--- src/include/hci_settings.svh ---
// ~~~~~~~~~~~~~~~~~~~~~~~~~~~~~~
// HCI front end sizes and map
// ~~~~~~~~~~~~~~~~~~~~~~~~~~~~~~
`ifndef HCI_SETTINGS_SVH
`define HCI_SETTINGS_SVH

`define HCI_QUEUE_DEPTH 8
`define HCI_DEPTH_W 4      // Counts 0 to 8
`define HCI_THLD_W 8
`define HCI_CSR_AW 8
`define HCI_THLD_RST 8'd1

// Byte addresses
`define HCI_ADDR_RESET_CTRL 8'h04
`define HCI_ADDR_COMMAND_PORT 8'h0C
`define HCI_ADDR_RESPONSE_PORT 8'h10
`define HCI_ADDR_QUEUE_THLD 8'h14
`define HCI_ADDR_DEVICE_ADDR 8'h20

`define HCI_CMD_RST_BIT 1
`define HCI_RESP_RST_BIT 2

`endif

--- src/rtl/hci_pkg.sv ---
// ~~~~~~~~~~~~~~~~~~~~~~~~~~~~~~
// HCI shared types
// ~~~~~~~~~~~~~~~~~~~~~~~~~~~~~~
`include "hci_settings.svh"

package hci_pkg;

  typedef struct packed {
    logic                   req;
    logic                   is_wr;
    logic [`HCI_CSR_AW-1:0] addr;
    logic [31:0]            wdata;
  } cpu_req_t;

  typedef struct packed {
    logic        rd_ack;
    logic        rd_err;
    logic [31:0] rd_data;
    logic        wr_ack;
    logic        wr_err;
  } cpu_rsp_t;

  typedef struct packed {
    logic                    full;
    logic                    empty;
    logic [`HCI_DEPTH_W-1:0] depth;
    logic                    thld_trig;
  } queue_status_t;

  typedef logic [63:0] hci_cmd_t;
  typedef logic [31:0] hci_resp_t;

  typedef enum logic [`HCI_CSR_AW-1:0] {
    REG_RESET_CTRL    = `HCI_ADDR_RESET_CTRL,
    REG_COMMAND_PORT  = `HCI_ADDR_COMMAND_PORT,
    REG_RESPONSE_PORT = `HCI_ADDR_RESPONSE_PORT,
    REG_QUEUE_THLD    = `HCI_ADDR_QUEUE_THLD,
    REG_DEVICE_ADDR   = `HCI_ADDR_DEVICE_ADDR
  } hci_reg_e;

  // Which half of a command the next write fills
  typedef enum logic {
    CMD_LOW,
    CMD_HIGH
  } cmd_half_e;

endpackage

--- src/rtl/hci_queue.sv ---
// ~~~~~~~~~~~~~~~~~~~~~~~~~~~~~~
// HCI queue, synchronous FIFO
// with threshold trigger and flush
// ~~~~~~~~~~~~~~~~~~~~~~~~~~~~~~
`include "hci_settings.svh"

module hci_queue
  import hci_pkg::*;
#(
  parameter int unsigned DataWidth = 32,
  parameter bit          CountFree = 1'b0
) (
  input  logic                   clk_i,
  input  logic                   rst_ni,
  input  logic                   push_i,
  input  logic [DataWidth-1:0]   push_data_i,
  input  logic                   pop_i,
  output logic [DataWidth-1:0]   head_o,
  input  logic                   flush_i,
  input  logic [`HCI_THLD_W-1:0] thld_i,
  output queue_status_t          status_o
);

  localparam int unsigned PtrW = $clog2(`HCI_QUEUE_DEPTH);
  localparam logic [`HCI_DEPTH_W-1:0] Depth = `HCI_QUEUE_DEPTH;

  logic [DataWidth-1:0] mem_q [`HCI_QUEUE_DEPTH];
  logic [PtrW-1:0] wr_ptr_q;
  logic [PtrW-1:0] rd_ptr_q;
  logic [`HCI_DEPTH_W-1:0] count_q;
  logic full;
  logic empty;
  logic push_ok;
  logic pop_ok;
  logic [`HCI_DEPTH_W-1:0] level;
  logic [`HCI_THLD_W-1:0] thld_eff;

  assign full = (count_q == Depth);
  assign empty = (count_q == '0);
  assign push_ok = push_i && !full;   // Overflow is dropped
  assign pop_ok = pop_i && !empty;

  always_ff @(posedge clk_i or negedge rst_ni) begin
    if (!rst_ni) begin
      wr_ptr_q <= '0;
      rd_ptr_q <= '0;
      count_q  <= '0;
    end else if (flush_i) begin
      wr_ptr_q <= '0;
      rd_ptr_q <= '0;
      count_q  <= '0;
    end else begin
      if (push_ok) wr_ptr_q <= wr_ptr_q + 1'b1;   // Wraps at depth
      if (pop_ok) rd_ptr_q <= rd_ptr_q + 1'b1;
      case ({push_ok, pop_ok})
        2'b10:   count_q <= count_q + 1'b1;
        2'b01:   count_q <= count_q - 1'b1;
        default: ;
      endcase
    end
  end

  always_ff @(posedge clk_i) begin
    if (push_ok) mem_q[wr_ptr_q] <= push_data_i;
  end

  // First word fall through
  assign head_o = mem_q[rd_ptr_q];

  // Free slots for the command side, stored entries for responses
  assign level = CountFree ? (Depth - count_q) : count_q;
  assign thld_eff = (thld_i == '0) ? {{(`HCI_THLD_W-1){1'b0}}, 1'b1} : thld_i;

  always_comb begin
    status_o.full = full;
    status_o.empty = empty;
    status_o.depth = count_q;
    status_o.thld_trig = {{(`HCI_THLD_W-`HCI_DEPTH_W){1'b0}}, level} >= thld_eff;
  end

endmodule

--- src/rtl/hci_csr.sv ---
// ~~~~~~~~~~~~~~~~~~~~~~~~~~~~~~
// HCI register block, command
// packer and queue control
// ~~~~~~~~~~~~~~~~~~~~~~~~~~~~~~
`include "hci_settings.svh"

module hci_csr
  import hci_pkg::*;
(
  input  logic                   clk_i,
  input  logic                   rst_ni,
  input  cpu_req_t               cpu_req_i,
  output cpu_rsp_t               cpu_rsp_o,
  output logic                   cmd_push_o,
  output hci_cmd_t               cmd_o,
  output logic                   cmd_flush_o,
  output logic [`HCI_THLD_W-1:0] cmd_thld_o,
  output logic                   resp_pop_o,
  input  hci_resp_t              resp_head_i,
  input  queue_status_t          resp_status_i,
  output logic                   resp_flush_o,
  output logic [`HCI_THLD_W-1:0] resp_thld_o,
  input  logic [6:0]             set_dasa_i,
  input  logic                   set_dasa_valid_i,
  input  logic                   rstdaa_i
);

  hci_reg_e reg_sel;
  logic rd_req;
  logic wr_req;
  logic cmd_wr;
  logic rst_wr;
  cmd_half_e half_q;
  logic [31:0] cmd_low_q;
  logic [`HCI_THLD_W-1:0] cmd_thld_q;
  logic [`HCI_THLD_W-1:0] resp_thld_q;
  logic cmd_rst_q;
  logic resp_rst_q;
  logic dasa_valid_q;
  logic [6:0] dasa_q;
  cpu_rsp_t rsp_d;
  cpu_rsp_t rsp_q;

  assign reg_sel = hci_reg_e'(cpu_req_i.addr);
  assign rd_req = cpu_req_i.req && !cpu_req_i.is_wr;
  assign wr_req = cpu_req_i.req && cpu_req_i.is_wr;
  assign cmd_wr = wr_req && (reg_sel == REG_COMMAND_PORT);
  assign rst_wr = wr_req && (reg_sel == REG_RESET_CTRL);

  // Read mux and error decode
  always_comb begin
    rsp_d = '0;
    rsp_d.rd_ack = rd_req;
    rsp_d.wr_ack = wr_req;
    if (rd_req) begin
      case (reg_sel)
        REG_RESET_CTRL: begin
          rsp_d.rd_data[`HCI_CMD_RST_BIT] = cmd_rst_q;
          rsp_d.rd_data[`HCI_RESP_RST_BIT] = resp_rst_q;
        end
        REG_COMMAND_PORT: ;   // Write only, reads as 0
        REG_RESPONSE_PORT: begin
          if (!resp_status_i.empty) rsp_d.rd_data = resp_head_i;
        end
        REG_QUEUE_THLD: begin
          rsp_d.rd_data[`HCI_THLD_W-1:0] = cmd_thld_q;
          rsp_d.rd_data[2*`HCI_THLD_W-1:`HCI_THLD_W] = resp_thld_q;
        end
        REG_DEVICE_ADDR: begin
          rsp_d.rd_data[31] = dasa_valid_q;
          rsp_d.rd_data[6:0] = dasa_q;
        end
        default: rsp_d.rd_err = 1'b1;
      endcase
    end
    if (wr_req) begin
      case (reg_sel)
        REG_RESET_CTRL, REG_COMMAND_PORT, REG_QUEUE_THLD: ;
        default: rsp_d.wr_err = 1'b1;   // Read-only or unmapped
      endcase
    end
  end

  // Pop in the same edge that captures the head
  assign resp_pop_o = rd_req && (reg_sel == REG_RESPONSE_PORT) && !resp_status_i.empty;

  assign cmd_push_o = cmd_wr && (half_q == CMD_HIGH);
  assign cmd_o = {cpu_req_i.wdata, cmd_low_q};

  assign cmd_flush_o = cmd_rst_q;
  assign resp_flush_o = resp_rst_q;
  assign cmd_thld_o = cmd_thld_q;
  assign resp_thld_o = resp_thld_q;
  assign cpu_rsp_o = rsp_q;

  always_ff @(posedge clk_i or negedge rst_ni) begin
    if (!rst_ni) begin
      rsp_q        <= '0;
      half_q       <= CMD_LOW;
      cmd_thld_q   <= `HCI_THLD_RST;
      resp_thld_q  <= `HCI_THLD_RST;
      cmd_rst_q    <= 1'b0;
      resp_rst_q   <= 1'b0;
      dasa_valid_q <= 1'b0;
      dasa_q       <= '0;
    end else begin
      rsp_q <= rsp_d;

      // Self clearing one cycle after the write
      cmd_rst_q  <= rst_wr && cpu_req_i.wdata[`HCI_CMD_RST_BIT];
      resp_rst_q <= rst_wr && cpu_req_i.wdata[`HCI_RESP_RST_BIT];

      if (wr_req && (reg_sel == REG_QUEUE_THLD)) begin
        cmd_thld_q  <= cpu_req_i.wdata[`HCI_THLD_W-1:0];
        resp_thld_q <= cpu_req_i.wdata[2*`HCI_THLD_W-1:`HCI_THLD_W];
      end

      if (cmd_rst_q) begin
        half_q <= CMD_LOW;   // Drop a half written command
      end else if (cmd_wr) begin
        half_q <= (half_q == CMD_LOW) ? CMD_HIGH : CMD_LOW;
      end

      // RSTDAA wins over SETDASA
      if (rstdaa_i) begin
        dasa_valid_q <= 1'b0;
        dasa_q       <= '0;
      end else if (set_dasa_valid_i) begin
        dasa_valid_q <= 1'b1;
        dasa_q       <= set_dasa_i;
      end
    end
  end

  always_ff @(posedge clk_i) begin
    if (cmd_wr && (half_q == CMD_LOW)) cmd_low_q <= cpu_req_i.wdata;
  end

endmodule

--- src/rtl/hci_top.sv ---
// ~~~~~~~~~~~~~~~~~~~~~~~~~~~~~~
// HCI front end top level
// ~~~~~~~~~~~~~~~~~~~~~~~~~~~~~~
module hci_top
  import hci_pkg::*;
(
  input  logic          clk_i,
  input  logic          rst_ni,
  input  cpu_req_t      cpu_req_i,
  output cpu_rsp_t      cpu_rsp_o,
  input  logic          cmd_pop_i,
  output hci_cmd_t      cmd_data_o,
  output queue_status_t cmd_status_o,
  input  logic          resp_push_i,
  input  hci_resp_t     resp_data_i,
  output queue_status_t resp_status_o,
  input  logic [6:0]    set_dasa_i,
  input  logic          set_dasa_valid_i,
  input  logic          rstdaa_i
);

  logic cmd_push;
  hci_cmd_t cmd_word;
  logic cmd_flush;
  logic [7:0] cmd_thld;
  logic resp_pop;
  hci_resp_t resp_head;
  logic resp_flush;
  logic [7:0] resp_thld;

  hci_csr u_csr (
    .clk_i,
    .rst_ni,
    .cpu_req_i,
    .cpu_rsp_o,
    .cmd_push_o    (cmd_push),
    .cmd_o         (cmd_word),
    .cmd_flush_o   (cmd_flush),
    .cmd_thld_o    (cmd_thld),
    .resp_pop_o    (resp_pop),
    .resp_head_i   (resp_head),
    .resp_status_i (resp_status_o),
    .resp_flush_o  (resp_flush),
    .resp_thld_o   (resp_thld),
    .set_dasa_i,
    .set_dasa_valid_i,
    .rstdaa_i
  );

  // Command queue triggers on free slots
  hci_queue #(
    .DataWidth (64),
    .CountFree (1'b1)
  ) u_cmd_queue (
    .clk_i,
    .rst_ni,
    .push_i      (cmd_push),
    .push_data_i (cmd_word),
    .pop_i       (cmd_pop_i),
    .head_o      (cmd_data_o),
    .flush_i     (cmd_flush),
    .thld_i      (cmd_thld),
    .status_o    (cmd_status_o)
  );

  hci_queue #(
    .DataWidth (32),
    .CountFree (1'b0)
  ) u_resp_queue (
    .clk_i,
    .rst_ni,
    .push_i      (resp_push_i),
    .push_data_i (resp_data_i),
    .pop_i       (resp_pop),
    .head_o      (resp_head),
    .flush_i     (resp_flush),
    .thld_i      (resp_thld),
    .status_o    (resp_status_o)
  );

endmodule

--- config.mk ---
export PLATFORM = sky130hd
export DESIGN_NAME = hci_top
export DESIGN_NICKNAME = d
export VERILOG_FILES = /design/src/rtl/hci_pkg.sv /design/src/rtl/hci_queue.sv /design/src/rtl/hci_csr.sv /design/src/rtl/hci_top.sv
export VERILOG_INCLUDE_DIRS = /design/src /design/src/include
export SDC_FILE = /design/constraint.sdc
export NUM_CORES = 1
export LEC_CHECK = 0
export BUFFER_PORTS_ARGS = -buffer_cell sky130_fd_sc_hd__buf_2
export CORE_MARGIN = 2
export CORE_UTILIZATION = 60
export CTS_CLUSTER_DIAMETER = 30
export DETAILED_ROUTE_END_ITERATION = 10
export GPL_TIMING_DRIVEN = 1
export PLACE_DENSITY_LB_ADDON = 0.25
export SLEW_MARGIN = 10
export SYNTH_ARGS = -nofsm -noshare
export SYNTH_HDL_FRONTEND = slang
export SYNTH_HIERARCHICAL = 1
export SYNTH_SLANG_ARGS = --single-unit
export TNS_END_PERCENT = 30
--- constraint.sdc ---
create_clock -name clk_i -period 7.5 [get_ports clk_i]
set_input_delay 1.125 -clock clk_i [delete_from_list [all_inputs] [get_ports clk_i]]
set_output_delay 1.125 -clock clk_i [all_outputs]
set_load 0.02 [all_outputs]
==> run summary, run 1 <==
In this run the vertical extent of the chip is 243 um. The placed instances occupy a cell area of 35900 um^2. The final layout net count was 1921; the count of hold-fix buffers inserted at cts was 0.

In this run the deepest clock path goes through 3 buffers. Relative to the synthesized area, the layout overhead comes to 19.0%. Counting I/O delays and the setup requirement, the final critical path takes 4.72 ns. The static leakage was 14.0 nW.

The DRC marker count from the first detailed-route iteration is 1139. The startpoint identified for the worst register-to-register timing path is u_cmd_queue/count_q[0]$_DFFE_PN0P_. For the initial antenna violation count, the log shows 7. Share of async-settable or async-resettable flops after synthesis: 9.40%. At the pin with the least slew margin, the transition time is 1.27 ns.

At the end of routability-driven placement, the weighted congestion stood at 0.807. The number of enable flip-flop cells after synthesis works out to 800. The path class of the tightest hold or removal check is input port to async pin.

Of all cell types, the one taking the most synthesized area is sky130_fd_sc_hd__edfxtp_1. TritonCTS built the clock tree. The H-tree was split into 4 levels. The cell area that synthesis handed to floorplanning was 34200 um^2.

The worst setup path is captured at an output pin. Once the floorplan was initialized, standard cells occupied 60.6% of the core. For the count of mapped cells out of synthesis, the log shows 1555.

Clock-pin slew was measured on the worst setup and hold paths at 0.05 ns. The post-route antenna net violation count was 0. Setup repair after global routing left no endpoint under its margin.

The share of the Yosys chip area taken by registers is 76.4%. The maximum net fanout on the critical path is 86, and the post-route total power is 15.2 mW. Leaving out fill and tap cells, the most frequent cell in the layout is sky130_fd_sc_hd__edfxtp_1. After clock tree synthesis, the setup repair step added 0 buffers.

The source-to-sink clock delay at the later pin of the worst-skew pair is 0.71 ns, and the number of nets produced by synthesis is 1658. For this run, the number of Yosys warnings is 6. The tools report the total congestion overflow after global routing as 0. The width of the die is 243 um. The final layout contains routed wiring with a total length of 73900 um. The layout cell share with drive strength beyond 1 came out at 41.6%. Counting the buffers created by CTS gives 141.

Once the clock tree was built, the resizer swapped 0 gates to a different size. The flow ran to the end, and the final reports show no timing, DRC or antenna violations. The HPWL reported at the end of detailed placement is 38900 um. Top flip-flop cell by instance count after synthesis: sky130_fd_sc_hd__edfxtp_1. The final critical-path share of the clock period was 62.9%. The worst pin sits at a relative slew slack of 15.4%. The number of global-route vias before repair is 17528. The number of storage elements in the synthesis netlist works out to 883. In the final routed layout, each cell accounts on average for 27.4 um. After floorplanning, the core was divided into 87 placement rows.

Critical path data arrival time: 3.60 ns. Setup violations remaining at the end of the flow were counted as 0. The run gives 0 as the DRC violation count after routing.

The run gives 883 as the TritonCTS sink count. Walking the worst path, the cells encountered are buf_12 > mux4_2 > mux2_2 > buf_2. The count of final max-slew check failures is 0, and the total via count in the routed design is 16419. The tools report the die area as 58900 um^2. Highest-delay cell along the critical path: sky130_fd_sc_hd__dfrtp_4. The ratio of total power to cell area is 375 nW/um^2, and the count of distinct cell types in the synthesized netlist is 63. Buffer cell driving the clock tree root: sky130_fd_sc_hd__clkbuf_16. The worst setup path is launched from a flip-flop. The run gives 87 as the maximum number of pins on one net before global-route repair.

Between clock sinks in the finished design, the worst skew comes to 0.0303 ns. The hold violation count in the final report was 0. The worst path required time was 6.38 ns; the reg-to-reg setup timing slack was 4.00 ns.

The global-route usage over all layers was 26.1%. The maximum VDD drop is 0.000296 V, and the number of buffers added on ports is 200. In this run the count of I/O pins placed on the die edge is 201. On the worst path, the slowest cell contributes a delay of 1.05 ns. The count of max-cap constraint violations is 0, and the core box area is 56400 um^2.

After synthesis, the cell types taking the most area are sky130_fd_sc_hd__edfxtp_1 (70%), sky130_fd_sc_hd__mux4_2 (13%), sky130_fd_sc_hd__dfrtp_1 (5.9%). Final design instance area without fill: 40700 um^2. The critical path is of the flip-flop to output pin type. The top cell type's share of synthesized area is 70.3%.

Reg-to-reg endpoint: u_cmd_queue/mem_q[6][21]$_DFFE_PP_. The cell depth of the worst flop-to-flop path is 7, and the vias per cell is 6.10. The pre-antenna-repair detailed-routing pass consisted of 5 iterations. For this run, the top clock speed supported by timing is 212 MHz.

In the layout the commonest cells are sky130_fd_sc_hd__edfxtp_1 (800), sky130_fd_sc_hd__buf_2 (199), sky130_fd_sc_hd__mux4_2 (192). The global-route wire length before repair was 111000 um. The average cell area after synthesis is 22.0 um^2.
-- worst max-delay path, delay by kind of cell (launching register included) --
kind,cells,cell delay (ns)
flops,1,1.05
buf+inv,2,0.82
mux,2,0.94
-- routing by layer --
metal,global-route usage (%),share of wire (%),up-vias
met5,0,0.042,-
met4,10.7,2.9,4
met3,5.64,6.6,133
met2,45.0,53,672
met1,32.4,37,8676
li1,-,-,6934
-- worst max-delay path by stage --
| stage | cells after the start | endpoint | slack [ns] | startpoint |
|---|---|---|---|---|
| after global placement | 8 | u_cmd_queue/mem_q[6][17]$_DFFE_PP_ | 2.21 | cpu_req_i[33] |
| after floorplan | 6 | u_cmd_queue/mem_q[1][0]$_DFFE_PP_ | -0.42 | cpu_req_i[33] |
| final | 4 | cmd_data_o[45] | 2.78 | u_cmd_queue/rd_ptr_q[0]$_DFFE_PN0P_ |
| after global routing | 4 | cmd_data_o[45] | 2.51 | u_cmd_queue/rd_ptr_q[0]$_DFFE_PN0P_ |
| after detailed placement | 8 | u_cmd_queue/mem_q[6][39]$_DFFE_PP_ | 2.21 | cpu_req_i[33] |
| after CTS | 4 | cmd_data_o[45] | 2.62 | u_cmd_queue/rd_ptr_q[0]$_DFFE_PN0P_ |
-- area by class of cell --
cell class                      instances  area [um^2]
Timing Repair Buffer                  226         1210
Multi-Input combinational cell        548         7530
Sequential cell                       883        26100
Inverter                               18         67.6
Tap cell                              756          946
Antenna cell                            5         12.5
Fill cell                            3289        15700
Clock buffer                          163         3770
Clock inverter                         93          996
-- metrics by stage --
stage	setup TNS [ns]	utilization, %	instances	setup WS [ns]	hold slack, ns
floorplan	-26.64	-	1555	-0.416	0.438
global placement	0	63.6	2431	2.21	0.488
detailed placement	0	63.6	2431	2.21	0.500
CTS	0	72.1	2687	2.62	0.192
global route	0	72.1	2687	2.51	0.211
finish	0	72.1	2692	2.78	0.235
-- cells by family (layout without fill, tap and decap cells) --
family,Yosys count,after routing,share of synthesized area (%)
adders and majority gates,16,16,0.586
muxes,322,322,17.0
DFF,883,883,76.4
and+or+nand+nor,141,141,2.38
other,0,5,0
AOI/OAI and AO/OA,55,55,1.33
buffers and inverters,124,500,1.94
xor gates and xnor gates,14,14,0.359
-- cells in the mapped netlist (3+ instances only) --
cell type,count
sky130_fd_sc_hd__inv_1,18
sky130_fd_sc_hd__nand2b_1,11
sky130_fd_sc_hd__a22o_1,9
sky130_fd_sc_hd__nor4_1,3
sky130_fd_sc_hd__a21oi_1,6
sky130_fd_sc_hd__mux2i_1,13
sky130_fd_sc_hd__nor2b_1,6
sky130_fd_sc_hd__buf_6,3
sky130_fd_sc_hd__clkbuf_1,39
sky130_fd_sc_hd__a32oi_1,8
sky130_fd_sc_hd__edfxtp_1,800
sky130_fd_sc_hd__xor2_1,6
sky130_fd_sc_hd__ha_1,16
sky130_fd_sc_hd__mux2_2,105
sky130_fd_sc_hd__nor2_1,52
sky130_fd_sc_hd__mux2_4,11
sky130_fd_sc_hd__and2_1,18
sky130_fd_sc_hd__buf_2,23
sky130_fd_sc_hd__buf_4,39
sky130_fd_sc_hd__nor3_1,13
sky130_fd_sc_hd__a2bb2oi_1,7
sky130_fd_sc_hd__mux4_2,192
sky130_fd_sc_hd__or4_1,3
sky130_fd_sc_hd__nand3_1,3
sky130_fd_sc_hd__o21ai_0,7
sky130_fd_sc_hd__dfrtp_1,81
sky130_fd_sc_hd__xnor2_1,8
sky130_fd_sc_hd__nand2_1,10
-- sequential cells by signal, indices dropped and copies added, names as in the netlist, 3 cells and up --
signal / cells
u_cmd_queue/count_q: 4
u_resp_queue/mem_q: 256
u_csr/cmd_thld_o: 8
u_cmd_queue/rd_ptr_q: 3
u_csr/dasa_q: 7
u_cmd_queue/wr_ptr_q: 3
u_resp_queue/rd_ptr_q: 3
u_cmd_queue/mem_q: 512
u_csr/resp_thld_o: 8
u_csr/cmd_low_q: 32
u_csr/cpu_rsp_o: 36
u_resp_queue/count_q: 4
u_resp_queue/wr_ptr_q: 3
-- report_power, final --
part           switching [mW]  internal [mW]  total (mW)
Clock                    2.20           4.21        6.41
Combinational            1.54           1.33        2.87
Sequential              0.342           5.62        5.96
Total                    4.08           11.2        15.2
Note: power is estimated with default switching activity, not from simulation.
==> inputs of run 2 (changes only) <==
==> constraint.sdc (replaced) <==
create_clock -name clk_i -period 4.39 [get_ports clk_i]
set_input_delay 0.6585 -clock clk_i [delete_from_list [all_inputs] [get_ports clk_i]]
set_output_delay 0.6585 -clock clk_i [all_outputs]
set_load 0.02 [all_outputs]
==> run summary, run 2 (synthesized netlist as in run 1, its figures left out) <==
The count of buffers added on input and output ports is 200. Ratio of total power to cell area: 651 nW/um^2. The run gives 40900 um as the HPWL reported at the end of detailed placement. The post-route total power came out at 26.9 mW. TritonCTS sink count: 883. The final layout net count is 1933. The actual slew at the worst max-slew pin is 1.19 ns, and the clock network power share is 43.5%. Leaving out fill and tap cells, the most frequent cells in the layout are sky130_fd_sc_hd__edfxtp_1 (800), sky130_fd_sc_hd__buf_2 (199), sky130_fd_sc_hd__mux4_2 (192). The maximum net fanout on the critical path is 3, and the DRC violation count after routing is 0. The class of the most critical setup path is flip-flop to output pin.

The final critical path takes up 85.1% of the cycle. IR analysis of the VDD net gives a maximum drop of 0.000552 V. The die covers 58900 um^2. The vias per cell works out to 6.07. TritonCTS built the clock tree.

After global routing the overflow that remains totals 0. Net switching is 27.3% of the power. The clock edge transition at the registers on the reported setup and hold paths is 0.05 ns, and the DRC marker count from the first detailed-route iteration is 1280.

STA classifies the critical path startpoint as a flip-flop. Count of TritonRoute iterations in the first routing pass: 5. Hold violation count in the final report: 0. The maximum count of clock buffers along a single path was 3; the wire length on met2 was 40300 um.

Setup repair after global routing left no endpoint under its margin. In the final routed layout, each cell accounts on average for 27.7 um. The routed layout has 16455 vias. The most common cell after layout, fill and taps aside is sky130_fd_sc_hd__edfxtp_1. Cell internal power was estimated by the tool at 19.5 mW.

The count of final max-slew check failures is 0. The signed area change from the synthesized netlist to the final layout is 20.8%. The logs give 17893 for the number of global-route vias before repair and 0 for the post-route antenna net violation count. Sequential group share of total power: 37.7%. The instance count after placement with tap cells included is 2440, and the static leakage is 14.2 nW. At the worst endpoint, the required time is 3.73 ns.

The clock skew after layout came out at 0.0282 ns. For this configuration, the core starts out at a cell density of 60.6%. The source-to-sink clock delay at the later pin of the worst-skew pair is 0.71 ns. The minimum clock period after layout was 3.74 ns.

Measured against its own limit, the worst slew margin works out to 20.8%. The logs give 7 for the initial antenna violation count and 18.8% for the share of total power in combinational logic. The tool flagged a number of max-cap violations equal to 0. Summed over all layers, the routed wires come to 75200 um. Global routing used 26.5% of the available tracks across all layers. Worst hold-check path type: input port to flip-flop. The floorplan has 87 rows. Entering global routing, the biggest net connects 66 pins. The number of flip-flops in the largest register works out to 512.

The I/O pin total is 201. On the final layout, the worst hold slack is 0.205 ns. The die is 243 um tall. The number of clock buffers added by TritonCTS is 143. STA classifies the critical path endpoint as an output pin.

For flop-to-flop paths, the worst setup slack is 1.34 ns. Setup violations remaining at the end of the flow were counted as 0. The run finished with clean final reports. After detailed routing, the met3 layer carries 4230 um of wire. The analysis attributes to net switching a power of 7.32 mW.

The H-tree was split into 4 levels. The top routing layer in use was met4. The global-route wire length before repair was 113000 um. The die is 243 um wide.

After detailed routing, the wire length on met1 is 28100 um. The register name with the most flops was u_cmd_queue/mem_q. The count of hold-fix buffers inserted at cts is 1. Based on the critical path, the design can be clocked at up to 268 MHz.

The region available for standard cell placement spans 56400 um^2. STA puts the critical path data arrival time at 3.08 ns. The number of gates resized after CTS was 0.

The run gives 0 as the post-CTS setup-driven buffer insertion count. In the final layout, the share of cells above drive strength 1 is 42.8%. The number of non-filler instances in the completed layout was 2712; the placer congestion estimate was 0.865. The buffer cell driving the clock tree root is sky130_fd_sc_hd__clkbuf_16.
run 2: cell type report:
cell class | instances | area (um^2)
clock inverters | 113 | 1420
flip-flops and latches | 883 | 26100
clock buffers | 153 | 3660
inverters | 18 | 67.6
fillers | 3153 | 15100
diodes | 5 | 12.5
repair buffers | 236 | 1490
multi-input cells | 548 | 7560
well taps | 756 | 946
run 2: metal layers:
layer	vias to the layer above	GRT usage, %
li1	6982	-
met4	0	11.2
met2	606	45.6
met5	-	0
met3	131	5.74
met1	8736	32.9
run 2: power by group through the flow:
stage | combinational, mW | clock [mW] | sequential, mW
after global placement | 5.02 | 0 | 10.3
final | 5.04 | 11.7 | 10.1
after global routing | 5.36 | 12.2 | 10.2
after floorplan | 3.76 | 0 | 9.94
after CTS | 5.15 | 11.8 | 10.1
after detailed placement | 5.07 | 0 | 10.3
run 2: worst paths after layout:
check / start / to / cells after the start
worst max-delay path: u_csr/cmd_thld_o[7]$_DFFE_PN0P_ / cmd_status_o[0] / 9
worst min-delay path: resp_data_i[30] / u_resp_queue/mem_q[5][30]$_DFFE_PP_ / 1
worst max register to register: u_resp_queue/count_q[1]$_DFFE_PN0P_ / u_resp_queue/count_q[2]$_DFFE_PN0P_ / 10
worst min register to register: u_csr/dasa_q[0]$_DFFE_PN0P_ / u_csr/dasa_q[0]$_DFFE_PN0P_ / 2
max in group asynchronous: rst_ni / u_cmd_queue/rd_ptr_q[2]$_DFFE_PN0P_ / 3
min in group asynchronous: rst_ni / u_csr/cpu_rsp_o[26]$_DFF_PN0_ / 2
run 2: critical path, stage by stage (launching register included):
cell                       delay [ns]
sky130_fd_sc_hd__dfrtp_1         0.42
sky130_fd_sc_hd__or4_1           0.52
sky130_fd_sc_hd__o41ai_1         0.28
sky130_fd_sc_hd__ha_1            0.29
sky130_fd_sc_hd__nand2b_1        0.14
sky130_fd_sc_hd__a21o_1          0.17
sky130_fd_sc_hd__a21o_1          0.17
sky130_fd_sc_hd__a21oi_1         0.14
sky130_fd_sc_hd__nor2_1          0.06
sky130_fd_sc_hd__buf_2           0.17
run 2: through the flow:
step           TNS (ns)  util (%)  setup slack (ns)  instance area (um^2)
6_report              0      73.2             0.655                 41300
5_1_grt               0      73.2             0.497                 41300
4_1_cts               0      73.2             0.624                 41300
3_5_place_dp          0      64.2             0.731                 36200
3_3_place_gp          0      64.2             0.790                 36200
2_1_floorplan    -17.61         -            -0.200                 34200
